$ cat src/hdl/mvu_pkg.sv
// Fixed 16-lane unit; precisions must be 1 to 8 and a vcount of 0 stands for 16 vectors
package mvu_pkg;

    localparam int LANES      = 16;
    localparam int PREC_W     = 4;
    localparam int MADDR_W    = 8;
    localparam int VIDX_W     = 4;
    localparam int POPCNT_W   = 5;      // Counts 0 to LANES
    localparam int SHIFT_W    = 4;      // Up to 7 + 7
    localparam int ACC_W      = 24;
    localparam int PIPE_DEPTH = 3;      // Memory read, popcount, result write

    typedef logic [LANES-1:0]        plane_t;
    typedef logic [MADDR_W-1:0]      maddr_t;
    typedef logic [PREC_W-1:0]       prec_t;
    typedef logic [VIDX_W-1:0]       vidx_t;
    typedef logic [POPCNT_W-1:0]     popcnt_t;
    typedef logic signed [ACC_W-1:0] acc_t;

    // Job configuration as the host leaves it in the registers
    typedef struct packed {
        prec_t  iprec;
        prec_t  wprec;
        maddr_t ibase;
        maddr_t wbase;
        vidx_t  vcount;                 // 0 means 16
        logic   d_signed;
        logic   w_signed;
    } job_cfg_t;

    // Travels down the pipeline next to each plane pair
    typedef struct packed {
        logic                 valid;
        logic [SHIFT_W-1:0]   shift;    // Bit significance of the pair
        logic                 neg;      // Pair holds exactly one signed MSB plane
        logic                 first;    // Load instead of accumulate
        logic                 last;     // Final pair of the vector
        vidx_t                vidx;
    } plane_tag_t;

    typedef enum logic [1:0] {IDLE, RUN, DRAIN} ctrl_state_t;

endpackage

$ cat src/hdl/mvu_wb_pkg.sv
// Word-addressed Wishbone classic map; no byte selects, every register is one 32-bit word
package mvu_wb_pkg;

    localparam int WB_ADR_W = 10;
    localparam int WB_DAT_W = 32;

    typedef logic [WB_ADR_W-1:0] wb_adr_t;
    typedef logic [WB_DAT_W-1:0] wb_dat_t;

    typedef struct packed {
        logic    cyc;
        logic    stb;
        logic    we;
        wb_adr_t adr;
        wb_dat_t dat;
    } wb_req_t;

    typedef struct packed {
        logic    ack;
        wb_dat_t dat;
    } wb_rsp_t;

    // Register words
    localparam wb_adr_t REG_CTRL   = 10'h000;   // Bit 0 starts a job
    localparam wb_adr_t REG_STATUS = 10'h001;   // Bit 0 busy, bit 1 irq (write 1 clears)
    localparam wb_adr_t REG_IPREC  = 10'h002;
    localparam wb_adr_t REG_WPREC  = 10'h003;
    localparam wb_adr_t REG_IBASE  = 10'h004;
    localparam wb_adr_t REG_WBASE  = 10'h005;
    localparam wb_adr_t REG_VCOUNT = 10'h006;
    localparam wb_adr_t REG_SIGN   = 10'h007;   // Bit 0 data signed, bit 1 weights signed

    // Regions, selected by the two top address bits
    localparam wb_adr_t DMEM_BASE  = 10'h100;
    localparam wb_adr_t WMEM_BASE  = 10'h200;
    localparam wb_adr_t RES_BASE   = 10'h300;

endpackage

$ cat src/hdl/mvu_wb_regs.sv
// Result reads alias every 16 words of the result region; memory regions are write only
`timescale 1ns/1ps

module mvu_wb_regs import mvu_pkg::*, mvu_wb_pkg::*; (
    input  logic     mvu_ext,
    input  logic     reset,
    input  wb_req_t  wb_req,
    output wb_rsp_t  wb_rsp,
    output logic     start,
    output job_cfg_t cfg,
    input  logic     busy,
    input  logic     irq,
    output logic     irq_clr,
    output logic     dmem_we,
    output logic     wmem_we,
    output maddr_t   mem_waddr,
    output plane_t   mem_wdata,
    output vidx_t    res_raddr,
    input  acc_t     res_rdata
);

    logic    ack_q;
    wb_dat_t rdat_q;
    wb_dat_t rdat_d;
    logic    req;                   // New transaction seen this cycle
    logic    wr;
    logic    in_dmem;
    logic    in_wmem;
    logic    in_res;
    prec_t   iprec_q;
    prec_t   wprec_q;
    maddr_t  ibase_q;
    maddr_t  wbase_q;
    vidx_t   vcount_q;
    logic [1:0] sign_q;

    assign req     = wb_req.cyc && wb_req.stb && !ack_q;
    assign wr      = req && wb_req.we;
    assign in_dmem = (wb_req.adr[9:8] == DMEM_BASE[9:8]);
    assign in_wmem = (wb_req.adr[9:8] == WMEM_BASE[9:8]);
    assign in_res  = (wb_req.adr[9:8] == RES_BASE[9:8]);

    assign res_raddr = vidx_t'(wb_req.adr);
    assign wb_rsp    = '{ack: ack_q, dat: rdat_q};

    assign cfg = '{iprec: iprec_q, wprec: wprec_q, ibase: ibase_q, wbase: wbase_q,
                   vcount: vcount_q, d_signed: sign_q[0], w_signed: sign_q[1]};

    always_comb begin
        rdat_d = '0;
        case (wb_req.adr)
            REG_STATUS: rdat_d = wb_dat_t'({irq, busy});
            REG_IPREC:  rdat_d = wb_dat_t'(iprec_q);
            REG_WPREC:  rdat_d = wb_dat_t'(wprec_q);
            REG_IBASE:  rdat_d = wb_dat_t'(ibase_q);
            REG_WBASE:  rdat_d = wb_dat_t'(wbase_q);
            REG_VCOUNT: rdat_d = wb_dat_t'(vcount_q);
            REG_SIGN:   rdat_d = wb_dat_t'(sign_q);
            default: begin
                if (in_res) begin
                    rdat_d = {{(WB_DAT_W-ACC_W){res_rdata[ACC_W-1]}}, res_rdata};  // Sign extend
                end
            end
        endcase
    end

    // Ack and all write side effects land in the same cycle
    always_ff @(posedge mvu_ext) begin
        if (reset) begin
            ack_q    <= 1'b0;
            start    <= 1'b0;
            irq_clr  <= 1'b0;
            dmem_we  <= 1'b0;
            wmem_we  <= 1'b0;
            iprec_q  <= '0;
            wprec_q  <= '0;
            ibase_q  <= '0;
            wbase_q  <= '0;
            vcount_q <= '0;
            sign_q   <= '0;
        end else begin
            ack_q   <= req;
            start   <= wr && (wb_req.adr == REG_CTRL) && wb_req.dat[0];
            irq_clr <= wr && (wb_req.adr == REG_STATUS) && wb_req.dat[1];
            dmem_we <= wr && in_dmem;
            wmem_we <= wr && in_wmem;
            if (wr) begin
                case (wb_req.adr)
                    REG_IPREC:  iprec_q  <= prec_t'(wb_req.dat);
                    REG_WPREC:  wprec_q  <= prec_t'(wb_req.dat);
                    REG_IBASE:  ibase_q  <= maddr_t'(wb_req.dat);
                    REG_WBASE:  wbase_q  <= maddr_t'(wb_req.dat);
                    REG_VCOUNT: vcount_q <= vidx_t'(wb_req.dat);
                    REG_SIGN:   sign_q   <= wb_req.dat[1:0];
                    default: ;
                endcase
            end
        end
    end

    always_ff @(posedge mvu_ext) begin
        if (req) begin
            mem_waddr <= maddr_t'(wb_req.adr);
            mem_wdata <= wb_req.dat[LANES-1:0];
            rdat_q    <= rdat_d;
        end
    end

    // Master must hold stb until it sees the ack
    a_ack_with_stb: assert property (@(posedge mvu_ext) disable iff (reset)
        wb_rsp.ack |-> wb_req.stb);

endmodule

$ cat config.mk
export PLATFORM = sky130hd
export DESIGN_NAME = mvu_wb_regs
export DESIGN_NICKNAME = d
export VERILOG_FILES = /design/src/hdl/mvu_pkg.sv /design/src/hdl/mvu_wb_pkg.sv /design/src/hdl/mvu_wb_regs.sv
export SDC_FILE = /design/constraint.sdc
export NUM_CORES = 1
export LEC_CHECK = 0
export BUFFER_PORTS_ARGS = -buffer_cell sky130_fd_sc_hd__buf_2
export CAP_MARGIN = 15
export CELL_PAD_IN_SITES_DETAIL_PLACEMENT = 1
export CELL_PAD_IN_SITES_GLOBAL_PLACEMENT = 1
export CORE_UTILIZATION = 37
export DETAILED_ROUTE_END_ITERATION = 6
export GPL_ROUTABILITY_DRIVEN = 0
export GPL_TIMING_DRIVEN = 0
export HOLD_SLACK_MARGIN = 0.03
export PLACE_DENSITY_LB_ADDON = 0.1
export SLEW_MARGIN = 10
export SYNTH_ARGS = -nofsm -noshare
export SYNTH_HDL_FRONTEND = slang
export SYNTH_SLANG_ARGS = --single-unit
$ cat constraint.sdc
create_clock -name mvu_ext -period 8.1 [get_ports mvu_ext]
set_clock_uncertainty 0.2 [all_clocks]
set_input_delay 1.62 -clock mvu_ext [delete_from_list [all_inputs] [get_ports mvu_ext]]
set_output_delay 1.62 -clock mvu_ext [all_outputs]
set_load 0.1 [all_outputs]
==> results of run 1 <==
metrics by stage:
| step | setup WS (ps) | cells | total power [mW] |
|---|---|---|---|
| floorplan | 3740 | 271 | 0.604 |
| global placement | 2640 | 530 | 0.641 |
| detailed placement | 3750 | 532 | 0.644 |
| CTS | 3940 | 548 | 0.971 |
| global route | 3920 | 549 | 0.993 |
| finish | 3950 | 549 | 0.960 |
how the worst max path moves through the flow:
stage	start	endpoint	depth (start not counted)
2_1_floorplan	wb_req[44]	mem_waddr[0]$_DFFE_PN_	2
3_3_place_gp	wb_req[44]	mem_wdata[7]$_DFFE_PN_	3
3_5_place_dp	wb_req[33]	rdat_q[6]$_DFFE_PN_	7
4_1_cts	wb_req[35]	res_raddr[3]	3
5_1_grt	wb_req[35]	res_raddr[3]	3
6_report	wb_req[35]	res_raddr[3]	3
power by group through the flow:
stage / registers, mW / logic (mW) / clock network, mW
final: 0.462 / 0.172 / 0.327
after global routing: 0.463 / 0.179 / 0.352
after CTS: 0.462 / 0.173 / 0.336
after detailed placement: 0.471 / 0.173 / 0
after global placement: 0.472 / 0.169 / 0
after floorplan: 0.552 / 0.0519 / 0
worst min-delay path, stage by stage (launching register included):
cell and delay (ps):
dfxtp_1 330, nand2b_1 60, mux2i_1 60
routing by layer:
layer  up-vias  track usage [%]
li1       1305                -
met1      1319             25.9
met2       115             34.8
met4         0             7.69
met5         -                0
met3         9             3.40
Yosys cell counts (all sizes together) (5+ instances only):
cell | count | area share [%]
nand3 | 7 | 1.0
nand2b | 38 | 6.9
inv | 7 | 0.76
buf | 21 | 3.9
or3 | 5 | 0.91
mux2i | 35 | 10
nand2 | 6 | 0.65
dfxtp | 35 | 20
clkbuf | 11 | 1.2
and3 | 17 | 3.1
edfxtp | 48 | 42
placed cells by master, fill, tap and decap left out, types with 2 or more instances in the layout:
cell,instances
clkbuf_8,9
nand2b_1,38
nor3_2,2
clkinv_4,3
nor4_1,2
edfxtp_1,48
nor4b_1,4
bufinv_16,2
inv_1,7
nand3_1,7
dfxtp_1,35
and3_1,17
nand2_1,6
a222oi_1,4
o22ai_1,2
buf_1,3
or3_1,5
mux2_2,4
clkbuf_2,2
buf_4,13
clkbuf_1,11
nor2_1,3
nand4_1,2
buf_2,157
nor3_1,2
mux2i_1,35
or4b_2,2
cells by family after synthesis:
family | after synthesis | synth area share (%)
simple gates | 96 | 17.2
flops | 83 | 62.0
mux | 39 | 11.4
buf+inv | 39 | 5.87
compound gates | 14 | 3.48
cell type report:
class | instances | area (sq um)
fill | 992 | 4280
sequential | 83 | 2140
multi-input combinational | 149 | 1120
timing repair buffer | 154 | 793
buffer | 32 | 176
tap | 108 | 135
clock buffer | 10 | 128
clock inverter | 6 | 90.1
inverter | 7 | 26.3
registers in the layout, indices dropped and copies added, names as in the netlist, 4 cells and up:
signal / count
mem_waddr: 8
wprec_q: 4
mem_wdata: 16
iprec_q: 4
vcount_q: 4
wbase_q: 8
ibase_q: 8
rdat_q: 24
==> metrics.cfg, run 1 <==
[worst_setup_path]
required_ps = 6280
path_max_fanout = 8
timing.rr.start = ack_q$_SDFF_PP0_
crit_buf_inv = 3
regToRegSetupSlack_ps = 5890
r2r_cells = 5
end_kind = output port
cp_top_family = buffers and inverters
cp-start-kind = primary input
cpMostUsedCell = buf_2
critPathKind = primary input to output port
cpPeakStageDelay_ps = 410
arrival_ps = 2330
cp_slowest_cell = buf_2
path_cells = buf_2 -> buf_4 -> buf_2
reg2reg_to = iprec_q[0]$_SDFFE_PP0P_

[global_routing]
grt_pass1_vias = 2730
antenna_found_initial = 0
grtUsageTotal_pct = 20.4
grt_first_pass_wirelength_mm = 14.9
grt_max_degree = 27
grt_overflow = 0

[hold_path]
worstHoldStart = iprec_q[1]$_SDFFE_PP0P_
hold_class = flop to flop
hold_depth = 2
hold_path_end = iprec_q[1]$_SDFFE_PP0P_

[power_and_ir_drop]
seq_power_share_pct = 48.1
p_int_mw = 0.667
p_sw_share_pct = 30.5
p_sw_mw = 0.293
p_comb_share_pct = 17.9
p_leak_nw = 2.15
power.density_mw_per_mm2 = 208
clock_power_share_pct = 34.0
ir_worst_vdd_v = 0.0000769

[detailed_routing]
drtIter0Drc = 72
drc = 0
detail-route-antenna-nets = 0
wl_met2_mm = 4.68
drt-met1-wl_mm = 4.31
avgRoutedWirePerCell_um = 17.6
viasPerCell = 5.01
dr.pass1.iters = 4
dr.max_layer_used = met4
vias = 2748
dr_wl_met3_um = 554
routed_wl_mm = 9.65

[floorplanning]
core_sq_mm = 0.00889
io_pins = 168
initial_utilization_pct = 38.9
die_width_um = 98.6
die-area_sq_mm = 0.00973
die_y_um = 98.6
fp-row-count = 34

[synthesis]
synth-async-reset-ratio_pct = 0
synth_enable_flop_cells = 48
ys.flop_type = edfxtp_1
avgSynthCellArea_sq_um = 12.8
syn_inst = 271
synth_nets = 344
syn_area_sq_mm = 0.00346
synth.distinct_cells = 37
yosys_warnings = 0
ys_seq_elements = 83
synth_seq_area_share_pct = 62.0

[timing]
max_freq_ghz = 0.241
rsz0062_at_grt = no
slew_violations = 0
finalCriticalPeriod_ps = 4150
tns_ps = 0
fin_crit_sh_pct = 51.2
holdWs_ps = 294
worst_pin_slew_ps = 795
relSlewSlack_pct = 46.9
hold_viol_final = 0
finalSetupViolCount = 0

[clock_tree]
h-tree-depth = 3
clk_pin_slew_worst_paths_ps = 90
post_cts_resize_count = 0
cts.path.max_buffers = 2
cts_tree = built
cts_sinks = 83
numCtsBuffers = 9
root_buffer = clkbuf_8
clk_latency_ps = 350
post-cts-setup-buffers = 0
hold_buffers = 0

[placement]
placed_area_sq_mm = 0.00439
hpwlAfterDp_mm = 7.07
portBuffers = 151

[cells_and_area]
area_growth_pct = 33.4
nNetsFinal = 509
utilization_pct = 51.8
diodes = 0
drive_above_1_share_pct = 44.9
final_area_sq_mm = 0.00461

[job]
drv_cap = 0

[run_status]
status = completed

No activity file was read; power rests on OpenSTA's default activity.
==> inputs of run 2 (changes only) <==
Settings changed: CORE_UTILIZATION 37 to 31.
Clock period 8.1 ns to 3.7 ns, I/O delays scaled along.
==> metrics.cfg, run 2 (synthesized netlist as in run 1, its figures left out) <==
[worst_setup_path]
end_kind = flop
startpoint = wb_req[34]
arrival_ps = 3000
critPathKind = primary input to flop
required_ps = 3730
cp-start-kind = primary input
path_max_fanout = 7
timing.rr.start = ack_q$_SDFF_PP0_

[detailed_routing]
routed_wl_mm = 9.73
drc = 0
vias = 2714
avgRoutedWirePerCell_um = 16.8
dr.pass1.iters = 4
detail-route-antenna-nets = 0
viasPerCell = 4.68
drtIter0Drc = 104

[timing]
setup_ws_ps = 725
fin_crit_sh_pct = 80.4
max_freq_ghz = 0.336
slew_violations = 0
hold_viol_final = 0
finalCriticalPeriod_ps = 2970
relSlewSlack_pct = 28.9
worst_pin_slew_ps = 1060
rsz0062_at_grt = no
finalSetupViolCount = 0

[placement]
portBuffers = 151
hpwlAfterDp_mm = 7.30
dpl_worst_slack_ps = 306

[clock_tree]
cts_sinks = 83
post-cts-setup-buffers = 0
post_cts_resize_count = 0
clk_pin_slew_worst_paths_ps = 80
root_buffer = clkbuf_8
numCtsBuffers = 9
hold_buffers = 0
cts.path.max_buffers = 2
h-tree-depth = 3
cts_tree = built
clk_latency_ps = 370

[cells_and_area]
reg_top3 = rdat_q: 24 flops, mem_wdata: 16 flops
nFillCells = 1253
final_common_cell = buf_2
largest_reg_flops = 24
drive_above_1_share_pct = 45.0
area_growth_pct = 34.2
nNetsFinal = 508
max_flop_register = rdat_q
utilization_pct = 42.8
final_cell_mix = buf_2, edfxtp_1, nand2b_1
diodes = 0

[global_routing]
grtUsageTotal_pct = 17.6
antenna_found_initial = 0
grt_pass1_vias = 2752
grt_first_pass_wirelength_mm = 15.0
grt_max_degree = 28
grt_overflow = 0

[power_and_ir_drop]
ir_worst_vdd_v = 0.000179
power.density_mw_per_mm2 = 454
p_leak_nw = 2.14

[floorplanning]
die-area_sq_mm = 0.0116
die_y_um = 108
fp-row-count = 38
die_width_um = 108
core_sq_mm = 0.0108
initial_utilization_pct = 31.9
io_pins = 168

[hold_path]
hold_class = flop to flop
worstHoldStart = iprec_q[1]$_SDFFE_PP0P_

[job]
drv_cap = 0

[run_status]
status = completed

## run 2: changes by cell type in the layout (fill, tap and decap cells not counted), sizes merged
cell      change
clkbuf        -1
clkinv        -1
clkinvlp      +1
## run 2: layout make-up
type                       count  area (sq um)  share of cell area, %
clock inverter                 6          90.1                   1.94
clock buffer                  10           128                   2.75
buffer                        32           176                   3.80
tap                          140           175                   3.78
multi-input combinational    149          1120                   24.1
timing repair buffer         153           781                   16.8
sequential                    83          2140                   46.2
inverter                       7          26.3                  0.567
## run 2: path summary, 6_finish.rpt
check	to	slack, ps	depth (start not counted)
worst max register to register	ibase_q[5]$_SDFFE_PP0P_	1560	5
worst min register to register	iprec_q[1]$_SDFFE_PP0P_	290	2
worst max-delay path	rdat_q[2]$_DFFE_PN_	730	7
worst min-delay path	iprec_q[1]$_SDFFE_PP0P_	290	2
## run 2: routing by layer
layer	part of all wire (%)	global-route usage, %	vias up
met4	1.6	7.34	0
met3	6.4	3.21	13
li1	-	-	1301
met2	48	29.2	98
met5	0	0	-
met1	44	22.4	1302
## run 2: power breakdown
group          total (mW)  internal (mW)  leakage (nW)  switching [mW]
sequential           1.01           1.00         0.727         0.00666
clock               0.722          0.381         0.106           0.341
combinational       0.373         0.0744          1.31           0.299
total                2.11           1.46          2.14           0.646
## run 2: through the flow
| step | setup TNS (ps) | hold WS, ps | total power, mW | instance area, sq um | std cells |
|---|---|---|---|---|---|
| finish | 0 | 290 | 2.11 | 4640 | 580 |
| global route | 0 | 316 | 2.17 | 4640 | 580 |
| CTS | 0 | 300 | 2.13 | 4640 | 580 |
| detailed placement | 0 | 289 | 1.41 | 4420 | 564 |
| global placement | -44870 | 250 | 1.40 | 4390 | 562 |
| floorplan | 0 | 236 | 1.32 | 3460 | 271 |
## run 2: worst max-delay path: stages
cell	delay (ps)
buf_2	100
clkbuf_2	210
or4b_2	590
clkbuf_1	200
nor4_1	830
a22oi_1	210
nand3_1	120
==> inputs of run 3 (changes only) <==
Settings changed: CORE_UTILIZATION 31 to 35.
Clock period 3.7 ns to 2.9 ns, I/O delays scaled along.
==> metrics.cfg, run 3 (synthesized netlist as in run 1, its figures left out) <==
[detailed_routing]
dr.max_layer_used = met4
drc = 0
drt-met1-wl_mm = 4.42
avgRoutedWirePerCell_um = 17.5
dr_wl_met3_um = 630
wl_met2_mm = 4.75
detail-route-antenna-nets = 0
viasPerCell = 4.78
routed_wl_mm = 9.95
dr.pass1.iters = 4
drtIter0Drc = 125
vias = 2722

[floorplanning]
io_pins = 168
core_sq_mm = 0.00942
initial_utilization_pct = 36.7
fp-row-count = 35
die_y_um = 101
die-area_sq_mm = 0.0103
die_width_um = 101

[power_and_ir_drop]
p_int_mw = 1.75
power.density_mw_per_mm2 = 559
clock_power_share_pct = 31.5
ir_worst_vdd_v = 0.000182
seq_power_share_pct = 49.7
total_power_mw = 2.59
p_sw_mw = 0.841
p_comb_share_pct = 18.8
p_leak_nw = 2.15
p_sw_share_pct = 32.5

[hold_path]
hold_depth = 1
hold_class = primary input to flop

[clock_tree]
hold_buffers = 0
root_buffer = clkbuf_8
cts_tree = built
post_cts_resize_count = 1
post-cts-setup-buffers = 0
numCtsBuffers = 9
clk_latency_ps = 350
cts.path.max_buffers = 2
cts_sinks = 83
clk_pin_slew_worst_paths_ps = 90
h-tree-depth = 3

[global_routing]
antenna_found_initial = 0
grtUsageTotal_pct = 19.8
grt_overflow = 0
grt_pass1_vias = 2792
grt_first_pass_wirelength_mm = 15.0
grt_max_degree = 23

[timing]
rsz0062_at_grt = no
max_freq_ghz = 0.367
worst_pin_slew_ps = 731
finalSetupViolCount = 0
setup_ws_ps = 172
holdWs_ps = 205
finalCriticalPeriod_ps = 2730
slew_violations = 0
relSlewSlack_pct = 50.9
fin_crit_sh_pct = 94.1
hold_viol_final = 0

[cells_and_area]
register_area_sq_mm = 0.00214
multi_input_area_sq_mm = 0.00112
max_flop_register = rdat_q
final_common_cell = buf_2
largest_reg_flops = 24
drive_above_1_share_pct = 45.6
nFillCells = 1053
diodes = 0
area_growth_pct = 34.3
nNetsFinal = 509
reg_top3 = rdat_q: 24 flops, mem_wdata: 16 flops
final_cell_mix = buf_2, edfxtp_1, nand2b_1

[worst_setup_path]
r2r_cells = 5
startpoint = wb_req[33]
end_kind = flop
cp-endpoint = rdat_q[6]$_DFFE_PN_
critPathKind = primary input to flop
regToRegSetupSlack_ps = 780
cp-start-kind = primary input
required_ps = 2910
timing.rr.start = ack_q$_SDFF_PP0_
reg2reg_to = ibase_q[5]$_SDFFE_PP0P_
arrival_ps = 2740
path_max_fanout = 10

[run_status]
status = completed

[job]
drv_cap = 0

[placement]
dpl_worst_slack_ps = -436
portBuffers = 151
hpwlAfterDp_mm = 7.49

-- run 3: changes by cell type in the layout (fill, tap and decap cells not counted), moves of 2 or more --
cell / before / now
bufinv_16: 2 / 0
clkbuf_8: 9 / 11
buf_16: 0 / 2
clkinv_4: 2 / 0
inv_6: 0 / 2
-- run 3: per-stage QoR --
stage               utilization [%]  cells  area (sq um)  TNS (ps)
finish                         49.3    570          4640         0
global route                   49.3    570          4640         0
CTS                            49.3    570          4640         0
detailed placement             47.2    554          4440     -2090
global placement               46.5    551          4380    -19140
floorplan                         -    271          3460         0
-- run 3: power by group through the flow --
stage | Clock (mW) | Combinational (mW) | Sequential [mW]
CTS | 0.849 | 0.489 | 1.29
finish | 0.818 | 0.486 | 1.29
detailed placement | 0 | 0.488 | 1.32
floorplan | 0 | 0.145 | 1.54
global placement | 0 | 0.474 | 1.32
global route | 0.891 | 0.505 | 1.29
-- run 3: cell type report --
type	instances	share of cell area (%)
clock inverters	5	0.917
clock buffers	11	3.26
inverters	7	0.566
plain buffers	32	3.80
well taps	129	3.48
multi-input cells	149	24.2
flip-flops and latches	83	46.2
repair buffers	154	17.6
-- run 3: how the worst min path moves through the flow --
stage / slack, ps / endpoint / from
final: 210 / mem_wdata[10]$_DFFE_PN_ / wb_req[10]
after global routing: 180 / mem_wdata[9]$_DFFE_PN_ / wb_req[9]
after CTS: 190 / mem_wdata[9]$_DFFE_PN_ / wb_req[9]
after detailed placement: 290 / ibase_q[6]$_SDFFE_PP0P_ / ibase_q[6]$_SDFFE_PP0P_
after global placement: 270 / ack_q$_SDFF_PP0_ / ack_q$_SDFF_PP0_
after floorplan: 260 / ack_q$_SDFF_PP0_ / ack_q$_SDFF_PP0_
-- run 3: critical path: stages --
cell	delay, ps
buf_2	110
buf_2	180
or4b_2	630
clkbuf_1	240
nor4b_1	550
buf_2	270
a222oi_1	80
inv_1	100
-- run 3: metal layers --
layer | vias to the layer above | global-route usage [%]
met1 | 1299 | 25.4
met2 | 112 | 33.3
met5 | - | 0
li1 | 1299 | -
met4 | 0 | 7.36
met3 | 12 | 3.66
